--- src/source/readout_defs.svh ---
`ifndef READOUT_DEFS_SVH
`define READOUT_DEFS_SVH

// Result buffer geometry.
`define READOUT_DATA_WIDTH 128
`define READOUT_ADDR_WIDTH 8
`define READOUT_BUFFER_DEPTH 256

// Serialized byte and its position in a word.
`define READOUT_BYTE_WIDTH 8
`define READOUT_BYTE_INDEX_WIDTH 4

// One extra bit so a full buffer of 256 words fits.
`define READOUT_LENGTH_WIDTH 9

// Host register map.
`define READOUT_AXI_ADDR_WIDTH 4
`define READOUT_REG_CONTROL 4'h0
`define READOUT_REG_LENGTH 4'h4
`define READOUT_REG_STATUS 4'h8

`endif

--- src/source/readoutPkg.sv ---
`default_nettype none

`include "readout_defs.svh"

package readoutPkg;

  typedef logic [`READOUT_DATA_WIDTH-1:0] wordT;
  typedef logic [`READOUT_ADDR_WIDTH-1:0] bufAddrT;
  typedef logic [`READOUT_BYTE_WIDTH-1:0] byteT;
  typedef logic [`READOUT_LENGTH_WIDTH-1:0] lengthT;  // Words per lane.
  typedef logic [`READOUT_BYTE_INDEX_WIDTH-1:0] byteIndexT;

  // Fetch unit sequencing.
  typedef enum logic [1:0]
  {
    Idle,
    Read,
    Emit
  } fetchStateT;

endpackage

`default_nettype wire

--- src/source/readoutControl.sv ---
`default_nettype none

`include "readout_defs.svh"

module readoutControl
(
  input  logic                               clock,
  input  logic                               reset_n,
  input  logic [`READOUT_AXI_ADDR_WIDTH-1:0] awAddr,
  input  logic                               awValid,
  output logic                               awReady,
  input  logic [31:0]                        wData,
  input  logic [3:0]                         wStrb,
  input  logic                               wValid,
  output logic                               wReady,
  output logic [1:0]                         bResp,
  output logic                               bValid,
  input  logic                               bReady,
  input  logic [`READOUT_AXI_ADDR_WIDTH-1:0] arAddr,
  input  logic                               arValid,
  output logic                               arReady,
  output logic [31:0]                        rData,
  output logic [1:0]                         rResp,
  output logic                               rValid,
  input  logic                               rReady,
  output logic                               runStart,
  output readoutPkg::lengthT                  runLength,
  input  logic                               runDone
);
  import readoutPkg::*;

  logic                               awTaken;
  logic                               wTaken;
  logic [`READOUT_AXI_ADDR_WIDTH-1:0] awAddrHeld;
  logic [31:0]                        wDataHeld;
  logic [3:0]                         wStrbHeld;
  logic                               awFire;
  logic                               wFire;
  logic                               arFire;
  logic                               writeFire;
  logic [`READOUT_AXI_ADDR_WIDTH-1:0] writeOffset;
  logic [`READOUT_AXI_ADDR_WIDTH-1:0] readOffset;
  logic [31:0]                        writeValue;
  logic [3:0]                         writeStrobe;
  logic [31:0]                        readValue;
  logic                               startRequest;
  lengthT                             lengthReg;
  logic                               busy;
  logic                               done;

  assign awFire = awValid && awReady;
  assign wFire = wValid && wReady;
  assign arFire = arValid && arReady;

  // Address and data may come in either order.
  assign writeFire = (awTaken || awFire) && (wTaken || wFire);
  assign writeOffset = awTaken ? awAddrHeld : awAddr;
  assign writeValue = wTaken ? wDataHeld : wData;
  assign writeStrobe = wTaken ? wStrbHeld : wStrb;

  assign startRequest = writeFire && !busy && writeStrobe[0] && writeValue[0] &&
                        ({writeOffset[`READOUT_AXI_ADDR_WIDTH-1:2], 2'b00} == `READOUT_REG_CONTROL);

  assign bResp = 2'b00;
  assign rResp = 2'b00;
  assign runLength = (lengthReg == '0) ? lengthT'(1) : lengthReg;  // Zero runs one word.

  always_ff @(posedge clock)
  begin
    if (awFire)
    begin
      awAddrHeld <= awAddr;
    end
    if (wFire)
    begin
      wDataHeld <= wData;
      wStrbHeld <= wStrb;
    end
  end

  always_ff @(posedge clock or negedge reset_n)
  begin
    if (!reset_n)
    begin
      awReady <= 1'b0;
      wReady <= 1'b0;
      awTaken <= 1'b0;
      wTaken <= 1'b0;
      bValid <= 1'b0;
    end
    else
    begin
      awReady <= awValid && !awReady && !awTaken && !bValid;
      wReady <= wValid && !wReady && !wTaken && !bValid;
      if (writeFire)
      begin
        awTaken <= 1'b0;
        wTaken <= 1'b0;
        bValid <= 1'b1;
      end
      else
      begin
        if (awFire)
        begin
          awTaken <= 1'b1;
        end
        if (wFire)
        begin
          wTaken <= 1'b1;
        end
        if (bValid && bReady)
        begin
          bValid <= 1'b0;
        end
      end
    end
  end

  always_ff @(posedge clock or negedge reset_n)
  begin
    if (!reset_n)
    begin
      lengthReg <= '0;
      busy <= 1'b0;
      done <= 1'b0;
      runStart <= 1'b0;
    end
    else
    begin
      runStart <= startRequest;  // Rises with bValid.
      if (startRequest)
      begin
        busy <= 1'b1;
        done <= 1'b0;
      end
      else if (runDone)
      begin
        busy <= 1'b0;
        done <= 1'b1;
      end
      if (writeFire &&
          ({writeOffset[`READOUT_AXI_ADDR_WIDTH-1:2], 2'b00} == `READOUT_REG_LENGTH))
      begin
        if (writeStrobe[0])
        begin
          lengthReg[7:0] <= writeValue[7:0];
        end
        if (writeStrobe[1])
        begin
          lengthReg[8] <= writeValue[8];
        end
      end
    end
  end

  assign readOffset = {arAddr[`READOUT_AXI_ADDR_WIDTH-1:2], 2'b00};

  always_comb
  begin
    case (readOffset)
      `READOUT_REG_LENGTH: readValue = 32'(lengthReg);
      `READOUT_REG_STATUS: readValue = {30'b0, done, busy};
      default:             readValue = 32'h0;  // Control is write only.
    endcase
  end

  always_ff @(posedge clock or negedge reset_n)
  begin
    if (!reset_n)
    begin
      arReady <= 1'b0;
      rValid <= 1'b0;
    end
    else
    begin
      arReady <= arValid && !arReady && !rValid;
      if (arFire)
      begin
        rValid <= 1'b1;
      end
      else if (rValid && rReady)
      begin
        rValid <= 1'b0;
      end
    end
  end

  always_ff @(posedge clock)
  begin
    if (arFire)
    begin
      rData <= readValue;
    end
  end

endmodule

`default_nettype wire

--- config.mk ---
export PLATFORM = sky130hd
export DESIGN_NAME = readoutControl
export DESIGN_NICKNAME = d
export VERILOG_FILES = /design/src/source/readoutPkg.sv /design/src/source/readoutControl.sv
export VERILOG_INCLUDE_DIRS = /design/src /design/src/source
export SDC_FILE = /design/constraint.sdc
export NUM_CORES = 1
export LEC_CHECK = 0
export CAP_MARGIN = 20
export CORE_ASPECT_RATIO = 0.8
export CORE_MARGIN = 2
export CORE_UTILIZATION = 65
export DETAILED_ROUTE_END_ITERATION = 8
export DONT_BUFFER_PORTS = 1
export PLACE_DENSITY = 0.82
export SLEW_MARGIN = 20
export SYNTH_ARGS = -nofsm -noshare
export SYNTH_HDL_FRONTEND = slang
export SYNTH_SLANG_ARGS = --single-unit
--- constraint.sdc ---
create_clock -name clock -period 2.9 [get_ports clock]
set_clock_uncertainty 0.05 [all_clocks]
set_input_delay 0.145 -clock clock [delete_from_list [all_inputs] [get_ports clock]]
set_output_delay 0.145 -clock clock [all_outputs]
set_load 0.01 [all_outputs]
**Yosys cells after proc, flatten, opt, wreduce, memory -nomap -nowiden**

Cells that the tools add are included.

- Equal/unequal tests: 3
- Multiplexer cells: 17
- Reductions and logical operators: 38

Operators by type and width:

| operator | count |
|---|---|
| 1-bit logical AND | 19 |
| 9-bit 2-to-1 mux | 2 |
| 9-bit case mux with 2 select lines | 1 |
| 1-bit 2-to-1 mux | 12 |
| 2-bit nonzero test | 5 |
| 9-bit logical NOT | 1 |
| 1-bit logical NOT | 8 |
| 2-bit by 1-bit == test with 1-bit output, second input constant | 2 |
| 4-bit 2-to-1 mux | 1 |
| 2-bit AND reduction | 2 |
| 2-bit == test, second input constant | 1 |
| 2-bit logical NOT | 1 |
| 1-bit logical OR | 2 |
| 2-bit 2-to-1 mux | 1 |

- Register bits after elaboration: 66
- Input bits: 52
- Output and inout bits: 51
- Word-level logic and storage cells: 74

**Depth between registers and ports, before layout**

- Depth in word-level cells: 8
- Gate-level depth with buffers: 4
- Depth with buffers taken out: 4

**Worst setup path after synthesis**

No wires, ideal clock.

- Path type: register -> register
- From: reg awTaken
- To: reg lengthReg[0]
- Setup time: 0.125 ns
- Arrival time: 1.767 ns
- Required time: 2.725 ns
- Path slack: 0.959 ns
- Cell stages (with the launch flop): 4
- Buffers on the path: 0
- Clock period less this slack: 1.941 ns
- Cell sequence: dfrtp_1 or3b_4 a2111oi_4 mux2_2

- Longest elaborated chain between the ends: 4
- Elaborated cells between the ends (all ways): 6
- Those cells by class: 1 x eq/ne; 1 x mux; 4 x reduce/logical

RTL lines:

| item | line | source |
|---|---|---|
| start: declaration | readoutControl.sv:32 | `logic awTaken;` |
| start signal: assignment | readoutControl.sv:87 | `awTaken <= 1'b0;` |
| start signal: assignment | readoutControl.sv:97 | `awTaken <= 1'b0;` |
| start signal: assignment | readoutControl.sv:105 | `awTaken <= 1'b1;` |
| 4-bit 2-to-1 mux / 1-bit logical OR (equally long branches) | readoutControl.sv:57, readoutControl.sv:56 |  |
| 2-bit by 1-bit == test with 1-bit output (no line) / 1-bit logical AND (equally long branches) | - |  |
| 1-bit logical AND (*) | readoutControl.sv:141 | `if (writeFire &&` |
| 2-bit AND reduction (no line) (*) | - |  |
| end signal: assignment | readoutControl.sv:146 | `lengthReg[7:0] <= writeValue[7:0];` |
| end: declaration | readoutControl.sv:47 | `lengthT lengthReg;` |

Every way passes the cells marked *; elsewhere a longest branch is shown, timed or not.
A chain may end at the register's enable or synchronous reset.

**Worst setup path after layout**

- From: reg wTaken
- To: reg lengthReg[5]

- Longest elaborated chain between the ends: 4
- Elaborated cells between the ends (all ways): 6
- Those cells by class: 2 x mux; 4 x reduce/logical

RTL lines:

| item | line | source |
|---|---|---|
| start: declaration | readoutControl.sv:33 | `logic wTaken;` |
| start signal: assignment | readoutControl.sv:88 | `wTaken <= 1'b0;` |
| start signal: assignment | readoutControl.sv:98 | `wTaken <= 1'b0;` |
| start signal: assignment | readoutControl.sv:109 | `wTaken <= 1'b1;` |
| 1-bit logical OR | readoutControl.sv:56 | `assign writeFire = (awTaken \|\| awFire) && (wTaken \|\| wFire);` |
| 1-bit logical AND | readoutControl.sv:56 |  |
| 1-bit logical AND | readoutControl.sv:141 |  |
| 2-bit AND reduction (no line) | - |  |

Parallel ways exist; a longest one is shown, timed or not.

==> impl_metrics.py <==
metrics = {
    "critical_path": {
        "crit_path_max_fanout": 16,
        "critPathMaxStageDelay_ps": 750,
        "reg2reg_from": "wTaken",
        "rr_worst_depth": 3,
        "slowest_stage": "dfrtp_1",
        "r2r_end": "lengthReg[5]",
        "path_class": "register to register",
        "r2r_setup_slack_ps": 670,
        "crit_chain": "mux2i_1 -> a2111oi_4 -> mux2_2",
        "cp.arrival_ps": 2360,
        "end_kind": "register",
        "cp_data_required_time_ps": 3030,
        "cp-start-kind": "register",
    },
    "clocking": {
        "cts_num_sinks": 41,
        "clk_latency_ps": 290,
        "cts_resized": 0,
        "htreeDepth": 2,
        "cts_setup_buffers": 0,
        "cts_tree": "done",
        "clockBufferDepth": 2,
        "cts_buffers": 5,
        "clk_pin_slew_ps": 80,
        "cts-root-buf": "clkbuf_8",
    },
    "floorplanning": {
        "start_util_pct": 69.2,
        "die_area_mm2": 0.00342,
        "chipWidth_um": 64.9,
        "core-area_mm2": 0.00279,
        "die_h_um": 52.7,
        "rows": 17,
        "io_pins": 103,
    },
    "drt": {
        "avgRoutedWirePerCell_um": 17.0,
        "drc_errors": 0,
        "ant_nets": 0,
        "num_vias": 1076,
        "drtPass1Iterations": 4,
        "drt_wl_total_mm": 3.41,
        "initialDrtViolationCount": 83,
        "viasPerCell": 5.35,
    },
    "placement": {
        "portBuffers": 0,
        "post_dp_cell_area_mm2": 0.00183,
        "dp.cells": 173,
        "dp_hpwl_mm": 2.24,
        "place_congestion": 0.797,
        "post-place-ws_ps": 674,
    },
    "logic_synthesis": {
        "synthCells": 146,
        "synth.avg_cell_area_um2": 13.2,
        "ys_seq_area_share_pct": 58.9,
        "ys_warn_count": 0,
        "synthFlopType": "edfxtp_1",
        "async_reset_ff_share_pct": 46.3,
        "ys_seq_elements": 41,
        "synth_edf_count": 22,
        "syn-cell-area_mm2": 0.00193,
        "synth.distinct_cells": 28,
    },
    "finish": {
        "post-route-util_pct": 76.6,
        "instances_no_fill": 201,
        "fin_area_mm2": 0.00213,
        "layout_common_cells": "conb_1 (27), edfxtp_1 (22), dlygate4sd3_1 (20)",
        "antenna_cells": 0,
        "final_common_cell": "conb_1",
        "fill_cells": 163,
        "area.growth.synth_to_final_pct": 10.7,
        "drive_gt1_share_pct": 17.8,
        "nets": 216,
    },
    "timing": {
        "fmax_ghz": 0.448,
        "final-hold-violation-count": 0,
        "setup_violations": 0,
        "slew_headroom_pct": 41.2,
        "fin_crit_sh_pct": 77.0,
        "period_needed_ps": 2230,
        "hold_ws_ps": 85.6,
        "timing.final.ws_setup_ps": 666,
        "rsz0062_at_grt": "no",
        "setup_tns_ps": 0,
        "drv_slew": 0,
        "worst_pin_slew_ps": 879,
    },
    "power": {
        "peakVddDrop_uv": 392,
        "power_density_mw_per_mm2": 768,
        "power.leakage_nw": 0.884,
        "total_power_mw": 1.64,
    },
    "global_routing": {
        "first_global_vias": 1035,
        "track_usage_pct": 22.0,
        "grt_max_degree": 20,
        "grt_pass1_wl_mm": 5.22,
        "grt-ovfl-total": 0,
        "antenna_found_initial": 0,
    },
    "job": {
        "cap_violations": 0,
    },
    "hold_path": {
        "min_from": "wData[1]",
        "holdPathStages": 2,
        "hold_path.class": "primary input to register",
        "min_to": "lengthReg[1]",
    },
    "run_status": {
        "run_status": "complete, no violations",
    },
}
## sequential cells by signal, summed over array words and instances (netlist names)
register / count
wDataHeld: 9
bValid: 1
wStrbHeld: 2
awAddrHeld: 2
wReady: 1
busy: 1
awReady: 1
awTaken: 1
runStart: 1
arReady: 1
done: 1
rData: 9
rValid: 1
lengthReg: 9
wTaken: 1
## cells in the mapped netlist (2+ instances only)
| cell type | n | area, um^2 |
|---|---|---|
| a21o_1 | 2 | 15.0 |
| a21oi_1 | 3 | 15.0 |
| a22oi_1 | 2 | 15.0 |
| and2_1 | 10 | 62.6 |
| buf_4 | 27 | 203 |
| clkbuf_1 | 10 | 37.5 |
| dfrtp_1 | 19 | 475 |
| edfxtp_1 | 22 | 661 |
| ha_1 | 2 | 25.0 |
| inv_1 | 5 | 18.8 |
| mux2_2 | 18 | 203 |
| mux2i_1 | 2 | 20.0 |
| nor2_1 | 3 | 11.3 |
| nor3_1 | 4 | 20.0 |
| nor4_1 | 2 | 12.5 |
| nor4b_1 | 2 | 17.5 |
| o21ai_0 | 2 | 10.0 |
## where the power goes
part           switching, mW  leakage, nW  total [mW]  internal (mW)
sequential             0.184        0.450       0.929          0.745
clock                  0.183       0.0542       0.398          0.215
combinational          0.147        0.380       0.312          0.164
## timing repair
item	4_1_cts	5_1_grt
endpoints found under the hold margin	39	0
hold buffers	20	0
endpoints found under the setup margin	0	0
## worst max path at each step
| stage | from | end | slack [ps] | cells past startpoint |
|---|---|---|---|---|
| after floorplan | awTaken | lengthReg[0] | 960 | 3 |
| after global placement | wTaken | lengthReg[3] | 720 | 3 |
| after detailed placement | wTaken | lengthReg[2] | 670 | 3 |
| after CTS | wTaken | lengthReg[4] | 680 | 3 |
| after global routing | wTaken | lengthReg[5] | 520 | 3 |
| final | wTaken | lengthReg[5] | 670 | 3 |
## logic make-up after synthesis
group | Yosys count | synth area share (%)
AO/OA/AOI/OAI | 13 | 5.71
adder cells (fa/ha/maj) | 2 | 1.30
buffers and inverters | 42 | 13.4
flip-flops | 41 | 58.9
multiplexers | 20 | 11.6
other | 1 | 0.194
AND/OR/NAND/NOR | 27 | 8.89
## routing by layer
| metal | part of all wire (%) | track usage, % | vias up |
|---|---|---|---|
| li1 | - | - | 489 |
| met1 | 40 | 26.1 | 510 |
| met2 | 47 | 35.9 | 72 |
| met3 | 12 | 9.46 | 5 |
| met4 | 1.6 | 8.51 | 0 |
| met5 | 0 | 0 | - |
## layout make-up
cell class | count | area, um^2 | area share [%]
Inverter | 5 | 18.8 | 0.879
Tap cell | 38 | 47.5 | 2.23
Timing Repair Buffer | 20 | 200 | 9.38
Sequential cell | 41 | 1140 | 53.2
Clock inverter | 1 | 5.00 | 0.234
Clock buffer | 7 | 96.3 | 4.51
Multi-Input combinational cell | 89 | 631 | 29.5
## critical path, delay by kind of cell, from the launching register on
| family | cells | cell delay, ps |
|---|---|---|
| DFF | 1 | 750 |
| muxes | 2 | 630 |
| AOI/OAI and AO/OA | 1 | 690 |
Power figures use the tool's default switching activity.
