--- src/source/readout_defs.svh ---
`ifndef READOUT_DEFS_SVH
`define READOUT_DEFS_SVH

// Result buffer geometry.
`define READOUT_DATA_WIDTH 128
`define READOUT_ADDR_WIDTH 8
`define READOUT_BUFFER_DEPTH 256

// Serialized byte and its position in a word.
`define READOUT_BYTE_WIDTH 8
`define READOUT_BYTE_INDEX_WIDTH 4

// One extra bit so a full buffer of 256 words fits.
`define READOUT_LENGTH_WIDTH 9

// Host register map.
`define READOUT_AXI_ADDR_WIDTH 4
`define READOUT_REG_CONTROL 4'h0
`define READOUT_REG_LENGTH 4'h4
`define READOUT_REG_STATUS 4'h8

`endif

--- src/source/readoutPkg.sv ---
`default_nettype none

`include "readout_defs.svh"

package readoutPkg;

  typedef logic [`READOUT_DATA_WIDTH-1:0] wordT;
  typedef logic [`READOUT_ADDR_WIDTH-1:0] bufAddrT;
  typedef logic [`READOUT_BYTE_WIDTH-1:0] byteT;
  typedef logic [`READOUT_LENGTH_WIDTH-1:0] lengthT;  // Words per lane.
  typedef logic [`READOUT_BYTE_INDEX_WIDTH-1:0] byteIndexT;

  // Fetch unit sequencing.
  typedef enum logic [1:0]
  {
    Idle,
    Read,
    Emit
  } fetchStateT;

endpackage

`default_nettype wire

--- src/source/outputFetch.sv ---
`default_nettype none

module outputFetch
(
  input  logic                 clock,
  input  logic                 reset_n,
  input  logic                 runStart,
  input  readoutPkg::lengthT    runLength,
  output logic                 readEnable,
  output readoutPkg::bufAddrT   readAddress,
  input  readoutPkg::wordT      readData,
  output readoutPkg::byteT      laneByte,
  output logic                 laneValid,
  output logic                 laneLast,
  input  logic                 laneTaken
);
  import readoutPkg::*;

  fetchStateT state;
  bufAddrT    wordAddr;
  bufAddrT    lastAddr;
  byteIndexT  byteIndex;
  wordT       wordHeld;
  wordT       currentWord;
  logic       loadPending;  // Prefetched word sits on readData.
  logic       lastWord;
  logic       lastByte;

  assign lastWord = (wordAddr == lastAddr);
  assign lastByte = (byteIndex == '1);

  // First read on start, then one prefetch while byte 15 is held.
  assign readEnable = ((state == Idle) && runStart) ||
                      ((state == Emit) && lastByte && !lastWord);
  assign readAddress = (state == Idle) ? '0 : wordAddr + 1'b1;

  assign currentWord = loadPending ? readData : wordHeld;
  assign laneByte = currentWord[byteIndex * $bits(byteT) +: $bits(byteT)];  // Ascending.
  assign laneValid = (state == Emit);
  assign laneLast = laneValid && lastByte && lastWord;

  always_ff @(posedge clock or negedge reset_n)
  begin
    if (!reset_n)
    begin
      state <= Idle;
      wordAddr <= '0;
      lastAddr <= '0;
      byteIndex <= '0;
      loadPending <= 1'b0;
    end
    else
    begin
      case (state)
        Idle:
        begin
          if (runStart)
          begin
            state <= Read;
            wordAddr <= '0;
            lastAddr <= bufAddrT'(runLength - 1'b1);
            byteIndex <= '0;
          end
        end
        Read:
        begin
          state <= Emit;  // Word lands this cycle.
        end
        Emit:
        begin
          loadPending <= 1'b0;
          if (laneTaken)
          begin
            if (!lastByte)
            begin
              byteIndex <= byteIndex + 1'b1;
            end
            else if (lastWord)
            begin
              state <= Idle;
            end
            else
            begin
              wordAddr <= wordAddr + 1'b1;
              byteIndex <= '0;
              loadPending <= 1'b1;
            end
          end
        end
        default:
        begin
          state <= Idle;
        end
      endcase
    end
  end

  // Keep a copy so a stalled byte 15 survives the prefetch.
  always_ff @(posedge clock)
  begin
    if ((state == Read) || loadPending)
    begin
      wordHeld <= readData;
    end
  end

endmodule

`default_nettype wire

--- config.mk ---
export PLATFORM = sky130hd
export DESIGN_NAME = outputFetch
export DESIGN_NICKNAME = d
export VERILOG_FILES = /design/src/source/readoutPkg.sv /design/src/source/outputFetch.sv
export VERILOG_INCLUDE_DIRS = /design/src /design/src/source
export SDC_FILE = /design/constraint.sdc
export NUM_CORES = 1
export LEC_CHECK = 0
export ABC_AREA = 1
export BUFFER_PORTS_ARGS = -buffer_cell sky130_fd_sc_hd__buf_4
export CAP_MARGIN = 5
export CORE_ASPECT_RATIO = 0.9
export CORE_UTILIZATION = 40
export DETAILED_ROUTE_END_ITERATION = 12
export PLACE_DENSITY = 0.63
export SLEW_MARGIN = 20
export SYNTH_ARGS = -nofsm -noshare
export SYNTH_HDL_FRONTEND = slang
export SYNTH_SLANG_ARGS = --single-unit
--- constraint.sdc ---
create_clock -name clock -period 19.8 [get_ports clock]
set_input_delay 0.99 -clock clock [delete_from_list [all_inputs] [get_ports clock]]
set_output_delay 0.99 -clock clock [all_outputs]
set_load 0.1 [all_outputs]
# Word-level counts from Yosys, hierarchy flattened
# Cells that the tools add are included.
[op_classes] n_addsub=3 mul=0 n_div=0 n_lt_le_gt_ge=0 eq_ne=10 shift=1 n_mux=20 bitwise=0 reduce_logical=13
[ops] op="$mux 128" n=1
[ops] op="$shiftx 128x8->8" n=1
[ops] op="$mux 8" n=5
[ops] op="$mux 4" n=4
[ops] op="$pmux 8 s2" n=1
[ops] op="$add 8x1->8 const B" n=1
[ops] op="$eq 8x8->1" n=1
[ops] op="$mux 2" n=4
[ops] op="$pmux 4 s2" n=1
[ops] op="$reduce_and 4->1" n=2
[ops] op="$sub 8x1->8 const B" n=1
[ops] op="$ne 2x1->1 const B" n=3
[ops] op="$pmux 2 s3" n=1
[ops] op="$reduce_and 5->1" n=1
[ops] op="$add 4x1->4 const B" n=1
[ops] op="$eq 4x4->1 const B" n=1
[ops] op="$logic_and 1x1->1" n=4
[ops] op="$ne 2x2->1 const B" n=2
[ops] op="$mux 1" n=3
[ops] op="$ne 3x3->1 const B" n=1
[ops] op="$eq 2x1->1 const B" n=1
[ops] op="$eq 2x2->1 const B" n=1
[ops] op="$logic_not 2->1" n=1
[ops] op="$logic_or 1x1->1" n=2
[ops] op="other kinds (3)" n=3
[totals] regBits=151 latchBits=0 ramBits=0 mem_bits_ro=0 output_inout_bits=19 n_memories=0

# Logic depth before layout (Yosys ltp)
# Gate-level depths: netlist (run 1).
[depth] ltp_word=5 ltp_mapped=10 mapped_depth_nobuf=9

# Least setup slack after synthesis (run 1)
# Ideal clock, no wire load.
[synth_path] path_kind="flip-flop to flip-flop" from="register state[0]" to="register wordHeld[0] (enable)" t_arrival_ns=9.430 required_time_ns=19.008 path_slack_ns=9.578 stages_incl_launch_ff=3 period_less_slack_ns=10.222 path_cell_list="dfrtp_1 > inv_2 > o21ai_0"
[synth_between] elab_chain_cells=2
[synth_rtl] item="start: declaration" line="outputFetch.sv:19" text="fetchStateT state;"
[synth_rtl] item="start signal: assignment" line="outputFetch.sv:46" text="state <= Idle;"
[synth_rtl] item="start signal: assignment" line="outputFetch.sv:59" text="state <= Read;"
[synth_rtl] item="start signal: assignment" line="outputFetch.sv:67" text="state <= Emit;"
[synth_rtl] item="$eq 2x1->1" line="outputFetch.sv:101" text="if ((state == Read) || loadPending)"
[synth_rtl] item="$logic_or 1x1->1" line="outputFetch.sv:101"
[synth_rtl] item="end signal: assignment" line="outputFetch.sv:103" text="wordHeld <= readData;"
[synth_rtl] item="end: declaration" line="outputFetch.sv:23" text="wordT wordHeld;"
# Every way passes these cells.
# A chain may end at the register's enable or synchronous reset.

# Worst setup path in the final report (run 1)
[layout_path] from="register loadPending" to="output laneByte[4]"
[layout_between] elab_chain_cells=2
[layout_rtl] item="start: declaration" line="outputFetch.sv:25" text="logic loadPending;"
[layout_rtl] item="start signal: assignment" line="outputFetch.sv:50" text="loadPending <= 1'b0;"
[layout_rtl] item="start signal: assignment" line="outputFetch.sv:71" text="loadPending <= 1'b0;"
[layout_rtl] item="start signal: assignment" line="outputFetch.sv:86" text="loadPending <= 1'b1;"
[layout_rtl] item="$mux 128" line="outputFetch.sv:37" text="assign currentWord = loadPending ? readData : wordHeld;"
[layout_rtl] item="$shiftx 128x8->8" line="outputFetch.sv:38" text="assign laneByte = currentWord[byteIndex * $bits(byteT) +: $bits(byteT)];"
[layout_rtl] item="end: declaration" line="outputFetch.sv:12" text="output readoutPkg::byteT laneByte,"
# Every way passes these cells.

==> reports/qor.txt, run 1 <==
Fin Setup TNS = 0 ns
max_cap viols = 0
area post-placement = 0.009134 sq mm
crit path kind = flop to primary output
CP Max Fanout = 89
commonest register cell after synthesis = edfxtp_1
Setup Skew = 0.008312 ns
design area = 0.009707 sq mm
fraction of the cycle the final worst path needs = 0.2282
synthesized instance count = 916
worst setup margin = 15.28 ns
Post-DRT Antenna Nets = 0
Yosys cell types = 28
top cells by area, synth = edfxtp_1, nand2_1, nand3_1, dfrtp_1, buf_2
# nets final = 1190
pin count of the biggest net entering global routing = 91
CP startpoint kind = flop
setup bufs post-CTS = 0
first-pass GRT wire length = 33880 microns
largest area contributor in the netlist = edfxtp_1
Max clock buf depth = 2
share of the synthesized area in the top cell type = 0.4914
Initial Util = 0.4082
async set-reset flop share out of synthesis = 0.1523
setup violators final = 0
vias in the first global route = 6247
crit path DAT = 3.53 ns
total track usage = 0.2217
Sw Ratio = 0.4688
Die Y-Extent = 134.7 microns
# rows = 48
area added between synthesis and finish = 24.11%
status = finished clean
Post-CTS Resized = 0
HP Class = primary input to async pin
Routed WL = 21600 microns
Max-slew headroom = 0.3283
chip width = 149.4 microns
data required time of the worst path = 18.81 ns
Buffers on Ports = 158
total gr overflow = 0
fmax = 221.3 MHz
routed via count = 6607
DRT iter0 DRCs = 501
synthesized area per cell = 8.538 sq um
Core ar. = 0.01916 sq mm
Slew Viols, Final = 0
Synth Register Bits = 151
die area = 0.02012 sq mm
H-tree levels = 4
TritonCTS clock tree = yes
DR vias/cell = 5.051
top-count cell post-synth = nand2_1
cell area after synthesis = 0.007821 sq mm
Comb pwr share = 0.483
gp weighted congestion = 0.8352
YS warnings = 0
pre-CTS WS = 15.71 ns
Core Util, Final = 0.5067
clock share of power = 0.198
Clock transition at path regs = 0.06 ns
Ports = 160
peak supply drop = 107.1 uV
Clk Latency, worst-skew pair = 0.42 ns
layout cells sized above 1 = 0.2032
Int Power = 0.8520 mW
endpoints failing hold = 0
share of power burned in registers = 0.318
initial antenna violation count = 0
r2r setup slk = 16.77 ns
post-synth net total = 1060
WL per Instance = 16.51 microns
RSZ-0062 raised after global routing = no
diode count = 0
Leakage = 4.191 nW
Pwr Density = 165.3 mW/mm^2
Worst Tran Pin Value = 1.008 ns
NetSw = 0.7521 mW
number of CTS-inserted buffers = 17
clk sinks = 151
First-pass DRT Iterations = 5
EDFF count, synth = 128
CP Capture Type = primary output
drc violations = 0
fin crit period = 4.518 ns
most frequent cells after synthesis = nand2_1, nand3_1, edfxtp_1
# hold bufs at CTS = 0
CTS root buffer = clkbuf_16
Seq/Total Area, Yosys = 0.5650
Post-DP HPWL = 14060 microns
layout by cell type (no fill, tap or decap), drive strengths merged:
cell,Yosys,routed
a21oi,3,3
a22oi,1,1
a31oi,1,1
and2,8,8
buf,42,166
bufinv,0,2
clkbuf,13,17
clkinv,0,5
clkinvlp,0,3
dfrtp,23,23
edfxtp,128,128
ha,3,3
inv,32,36
nand2,379,379
nand3,221,221
nand4,2,2
nor2,27,27
nor3,2,2
nor3b,1,1
o21ai,18,18
xnor2,6,6
xor2,6,6
final cells by class:
type | count | area (sq um)
Clock buffer | 17 | 425.4
Clock inverter | 14 | 147.6
Fill cell | 1849 | 9452
Inverter | 32 | 127.6
Multi-Input combinational cell | 678 | 3023
Sequential cell | 151 | 4424
Tap cell | 250 | 312.8
Timing Repair Buffer | 166 | 1246
final timing paths:
| check | start | to | cells past startpoint |
|---|---|---|---|
| worst max-delay path | loadPending | laneByte[4] | 10 |
| worst min-delay path | reset_n | wordAddr[7] | 1 |
| worst max register to register | loadPending | wordHeld[45] | 4 |
| worst min register to register | lastAddr[6] | lastAddr[6] | 2 |
| max in group asynchronous | reset_n | loadPending | 1 |
| min in group clock | lastAddr[6] | lastAddr[6] | 2 |
worst max-delay path, cell delays in order (launching register included):
cell	delay [ns]
dfrtp_4	0.66
inv_4	0.41
buf_4	0.78
nand2_1	0.11
nand3_1	0.16
nand3_1	0.18
nand2_1	0.10
nand2_1	0.05
nand3_1	0.13
and2_1	0.14
buf_4	0.29
metal layers:
metal,vias up,global-route usage,wire (microns)
li1,3329,-,-
met1,3091,0.3180,10150
met2,166,0.3403,9933
met3,21,0.04155,1182
met4,0,0.06406,329
met5,-,0,0
cell families after synthesis:
family                   synth area share
XOR/XNOR                          0.01344
AO/OA/AOI/OAI                     0.01616
adder cells (fa/ha/maj)          0.004800
flip-flops                         0.5650
buffers and inverters             0.04991
AND/OR/NAND/NOR                    0.3507
sequential cells by signal, summed over array words and instances (netlist names):
| signal | cells |
|---|---|
| loadPending | 1 |
| byteIndex | 4 |
| wordHeld | 128 |
| state | 2 |
| lastAddr | 8 |
| wordAddr | 8 |
power groups by stage:
stage                     Combinational (mW)  Clock, mW  Sequential [mW]
after global routing                   0.850      0.339            0.520
after CTS                              0.785      0.325            0.511
after detailed placement               0.783          0            0.517
after global placement                 0.779          0            0.514
after floorplan                        0.588          0            0.534
final                                  0.776      0.318            0.510
per-stage QoR:
step                      std cells  hold WS (ns)  total power, mW
after detailed placement       1277        0.4978            1.299
after CTS                      1308        0.4565            1.621
after global routing           1308        0.4579            1.710
after floorplan                 916        0.4732            1.123
final                          1308        0.4570            1.604
after global placement         1277        0.4957            1.293
No activity file was read; power rests on OpenSTA's default activity.
==> run 2, diff against run 1 <==
- clock period: 19.8 -> 4.5 ns (I/O delays scaled with it)
==> run 2 against run 1 <==
Against the previous run:
- first-iteration DRC count grew 6.2%
- sequential cell count is the same
- total power grew to 4.6 times the previous value
- clock power grew to 4.8 times the previous value
- via count grew 8.5%
- global-route usage grew 1.0 points
- final cell count grew 10%
- cell area grew 15%
- utilization grew 7.4 points
==> reports/qor.txt, run 2 (same netlist as run 1, synthesis figures left out) <==
RSZ-0062 raised after global routing = no
CTS root buffer = clkbuf_16
worst setup margin = 1.097 ns
r2r setup slk = 1.71 ns
# nets final = 1323
Critical R2R Launch = byteIndex[0]
H-tree levels = 4
Core Util, Final = 0.5803
Max-slew headroom = 0.2868
TritonCTS clock tree = yes
Worst Tran Pin Value = 1.070 ns
Post-CTS Resized = 0
slowest CP cell = buf_4
launch point of the critical path = loadPending
# hold bufs at CTS = 130
Die Y-Extent = 134.7 microns
total track usage = 0.2322
fraction of the cycle the final worst path needs = 0.7562
# rows = 48
Comb pwr share = 0.483
crit path DAT = 3.18 ns
Crit path largest cell delay = 0.82 ns
CP startpoint kind = flop
number of CTS-inserted buffers = 17
vias in the first global route = 6612
pre-CTS WS = 1.572 ns
status = finished clean
NetSw = 3.367 mW
HP Class = primary input to flop
gp weighted congestion = 0.7995
Worst Path Buf+Inv = 2
setup violators final = 0
Ports = 160
cells along the critical path = buf_4, nand2_1, nand3_1, nand3_1, nand2_1, nand2_1, nand3_1, and2_1, buf_4
Fin Setup TNS = 0 ns
chip width = 149.4 microns
Int Power = 3.975 mW
Pwr Density = 660.5 mW/mm^2
worst hold start = runLength[3]
total gr overflow = 0
clk sinks = 151
share of power burned in registers = 0.309
diode count = 0
Slew Viols, Final = 0
Leakage = 4.790 nW
crit path kind = flop to primary output
Post-DRT Antenna Nets = 0
Core ar. = 0.01916 sq mm
WL per Instance = 16.03 microns
Clock transition at path regs = 0.06 ns
pin count of the biggest net entering global routing = 118
First-pass DRT Iterations = 5
routed via count = 7171
Routed WL = 23110 microns
Initial Util = 0.4082
drc violations = 0
Sw Ratio = 0.4586
max FFs per register = 128
Post-DP HPWL = 14100 microns
max_cap viols = 0
CP Max Fanout = 97
Clk Latency, worst-skew pair = 0.42 ns
Top Registers = wordHeld (128), lastAddr (8), wordAddr (8)
Buffers on Ports = 158
fin crit period = 3.403 ns
first-pass GRT wire length = 35370 microns
cell family with the largest share of critical-path delay = buffers and inverters
area added between synthesis and finish = 42.14%
most common cell after layout, fill and taps aside = nand2_1
peak supply drop = 485.3 uV
DRT iter0 DRCs = 532
most frequent cells in the layout = nand2_1, nand3_1, buf_4
fmax = 293.9 MHz
die area = 0.02012 sq mm
clock share of power = 0.209
Max clock buf depth = 2
setup bufs post-CTS = 0
initial antenna violation count = 0
endpoints failing hold = 0
CP Capture Type = primary output
Top reg by flops = wordHeld
design area = 0.01112 sq mm
area post-placement = 0.009164 sq mm
DR vias/cell = 4.973
layout cells sized above 1 = 0.1820
hold slack = 0.06852 ns
data required time of the worst path = 4.28 ns
Setup Skew = 0.01214 ns
Fillers = 1734
[run 2: cell count changes in the layout (fill, tap and decap cells not counted), moves of 2 or more]
cell / previous run / this run
bufinv_16: 2 / 4
dlygate4sd3_1: 0 / 130
clkinvlp_4: 2 / 0
clkinv_1: 0 / 2
[run 2: per-stage QoR]
stage | cells | power, mW
6_report | 1442 | 7.343
5_1_grt | 1442 | 7.771
4_1_cts | 1441 | 7.356
3_5_place_dp | 1279 | 5.731
3_3_place_gp | 1279 | 5.698
2_1_floorplan | 916 | 4.817
[run 2: layer usage]
| layer | track usage | wire length [microns] | vias to the layer above | share of wire |
|---|---|---|---|---|
| li1 | - | - | 3597 | - |
| met5 | 0 | 0 | - | 0 |
| met1 | 0.3243 | 10570 | 3334 | 0.46 |
| met2 | 0.3722 | 11100 | 222 | 0.48 |
| met3 | 0.04088 | 1233 | 18 | 0.053 |
| met4 | 0.05952 | 209 | 0 | 0.0090 |
[run 2: final cells by class]
class / instances / area (sq um) / area share
flip-flops and latches: 151 / 4424 / 0.3980
multi-input cells: 678 / 3023 / 0.2719
repair buffers: 299 / 2603 / 0.2341
clock buffers: 17 / 425.4 / 0.03827
well taps: 250 / 312.8 / 0.02814
clock inverters: 15 / 198.9 / 0.01790
inverters: 32 / 130.1 / 0.01171
[run 2: power by group through the flow]
stage          Combinational [mW]  Sequential [mW]  Clock (mW)
2_1_floorplan                2.59             2.23           0
3_3_place_gp                 3.41             2.28           0
3_5_place_dp                 3.44             2.29           0
4_1_cts                      3.53             2.27        1.56
5_1_grt                      3.85             2.31        1.62
6_report                     3.54             2.27        1.53
[run 2: final timing paths]
path,depth (start not counted),endpoint
hold reg to reg,2,lastAddr[2]
max in group asynchronous,2,byteIndex[0]
setup / recovery,9,laneByte[0]
min in group asynchronous,2,wordAddr[6]
hold / removal,3,lastAddr[3]
setup reg to reg,10,wordAddr[7]
[run 2: worst min-delay path, stage by stage]
cell and delay (ns):
buf_4 0.12, nand2_1 0.05, a31oi_1 0.06
==> run 3, diff against run 2 <==
- clock period: 4.5 -> 3.2 ns (I/O delays scaled with it)
==> run 3 against run 2 <==
Against the previous run:
- register-to-register slack worse by 1.0 ns
- final cell count is 0.21% higher
- via count down 0.13%
- clock-buffer cell count stayed put
- largest cell class unchanged
- first-iteration DRC count rose by 23%
- utilization grew 0.14 points
- wire length shrank 0.80%
- total power increased by 40%
- sequential cell count did not move
- cell area increased by 0.25%
- critical path type unchanged
- critical path depth down 2
==> reports/qor.txt, run 3 (same netlist as run 1, synthesis figures left out) <==
hold path depth = 4
max FFs per register = 128
Top reg by flops = wordHeld
DR vias/cell = 4.956
# rows = 48
data required time of the worst path = 3.04 ns
Max clock buf depth = 2
total power = 10.29 mW
Core Util, Final = 0.5817
design area = 0.01114 sq mm
WL per Instance = 15.87 microns
DRT iter0 DRCs = 654
initial antenna violation count = 0
max_cap viols = 0
Worst Tran Pin Value = 0.8402 ns
crit path kind = flop to primary output
Clk Latency, worst-skew pair = 0.44 ns
Most common cell on crit path = buf_4
Setup Skew = 0.01932 ns
Routed WL = 22930 microns
vias in the first global route = 6934
First-pass DRT Iterations = 5
CP Capture Type = primary output
slowest CP cell = buf_4
RSZ-0062 raised after global routing = no
# nets final = 1326
fin crit period = 2.949 ns
Worst Path Buf+Inv = 3
area added between synthesis and finish = 42.49%
setup violators final = 0
number of CTS-inserted buffers = 17
status = finished clean
Ports = 160
H-tree levels = 4
total track usage = 0.2348
cells along the critical path = buf_4, ha_1, nand2_1, nor2_2, nand4_1, inv_1, buf_4
Post-DRT Antenna Nets = 0
Initial Util = 0.4082
Core ar. = 0.01916 sq mm
routed via count = 7162
gp weighted congestion = 0.8030
FF-to-FF path depth = 9
total gr overflow = 0
Die Y-Extent = 134.7 microns
area post-placement = 0.009221 sq mm
Crit path largest cell delay = 0.64 ns
Clock transition at path regs = 0.06 ns
setup bufs post-CTS = 0
die area = 0.02012 sq mm
CP startpoint kind = flop
Leakage = 4.803 nW
most common cell after layout, fill and taps aside = nand2_1
Pwr Density = 923.6 mW/mm^2
fraction of the cycle the final worst path needs = 0.9214
Critical Path Stages = 7
Fin Setup TNS = 0 ns
chip width = 149.4 microns
crit path DAT = 2.79 ns
Slew Viols, Final = 0
pin count of the biggest net entering global routing = 129
fmax = 339.2 MHz
drc violations = 0
Post-DP HPWL = 14100 microns
hold slack = 0.03510 ns
clk sinks = 151
layout cells sized above 1 = 0.1849
peak supply drop = 550.6 uV
endpoints failing hold = 0
diode count = 0
r2r setup slk = 0.71 ns
cell family with the largest share of critical-path delay = buffers and inverters
first-pass GRT wire length = 35830 microns
Top Registers = wordHeld (128), lastAddr (8), wordAddr (8)
most frequent cells in the layout = nand2_1, nand3_1, buf_4
TritonCTS clock tree = yes
HP Class = primary input to flop
CTS root buffer = clkbuf_16
Buffers on Ports = 158
CP Max Fanout = 68
Max-slew headroom = 0.4398
run 3: cell types whose count changed in the layout (fill, tap and decap cells not counted), sizes merged:
cell         change
buf              +2
bufinv           -2
clkinv           -3
clkinvlp         +1
dlygate4sd3      +1
inv              +4
run 3: cell type report:
type	instances	area [sq um]
clock buffer	17	425.4
clock inverter	15	182.7
fill	1684	8014
inverter	32	127.6
multi-input combinational	678	3023
sequential	151	4424
tap	250	312.8
timing repair buffer	302	2649
run 3: stage by stage:
stage | worst slack, ns | instances
final | 0.2515 | 1445
after CTS | 0.2377 | 1445
after global placement | 0.7293 | 1282
after detailed placement | 0.7180 | 1282
after global routing | 0.05311 | 1445
after floorplan | 0.1958 | 916
run 3: worst paths after layout:
path                              start     endpoint
max                        byteIndex[0]     laneLast
min                        runLength[5]  lastAddr[5]
max reg2reg                byteIndex[0]  wordAddr[4]
min reg2reg                 lastAddr[1]  lastAddr[1]
max in group asynchronous       reset_n  loadPending
min in group asynchronous       reset_n  wordAddr[7]
run 3: routing by layer:
metal,part of all wire,global-route usage,vias to the layer above
li1,-,-,3602
met4,0.020,0.08503,0
met3,0.057,0.04595,27
met2,0.47,0.3812,240
met5,0,0,-
met1,0.45,0.3114,3293
run 3: what timing repair did:
item | CTS | global route
endpoints found under the setup margin | 0 | 0
hold buffers | 131 | 0
hold endpoints to repair | 153 | 0
gates resized for setup | 0 | 0
run 3: power breakdown:
group	switching [mW]	total, mW	leakage, nW	internal, mW
combinational	3.70	5.13	3.01	1.43
sequential	0.202	3.07	1.50	2.87
clock	0.907	2.09	0.297	1.18
run 3: worst reg2reg max path, delay by kind of cell, from the launching register on:
family	cells	cell delay [ns]
AOI/OAI and AO/OA	1	0.22
buffers and inverters	2	0.71
DFF	1	0.36
and+or+nand+nor	5	0.82
adders and majority gates	1	0.29
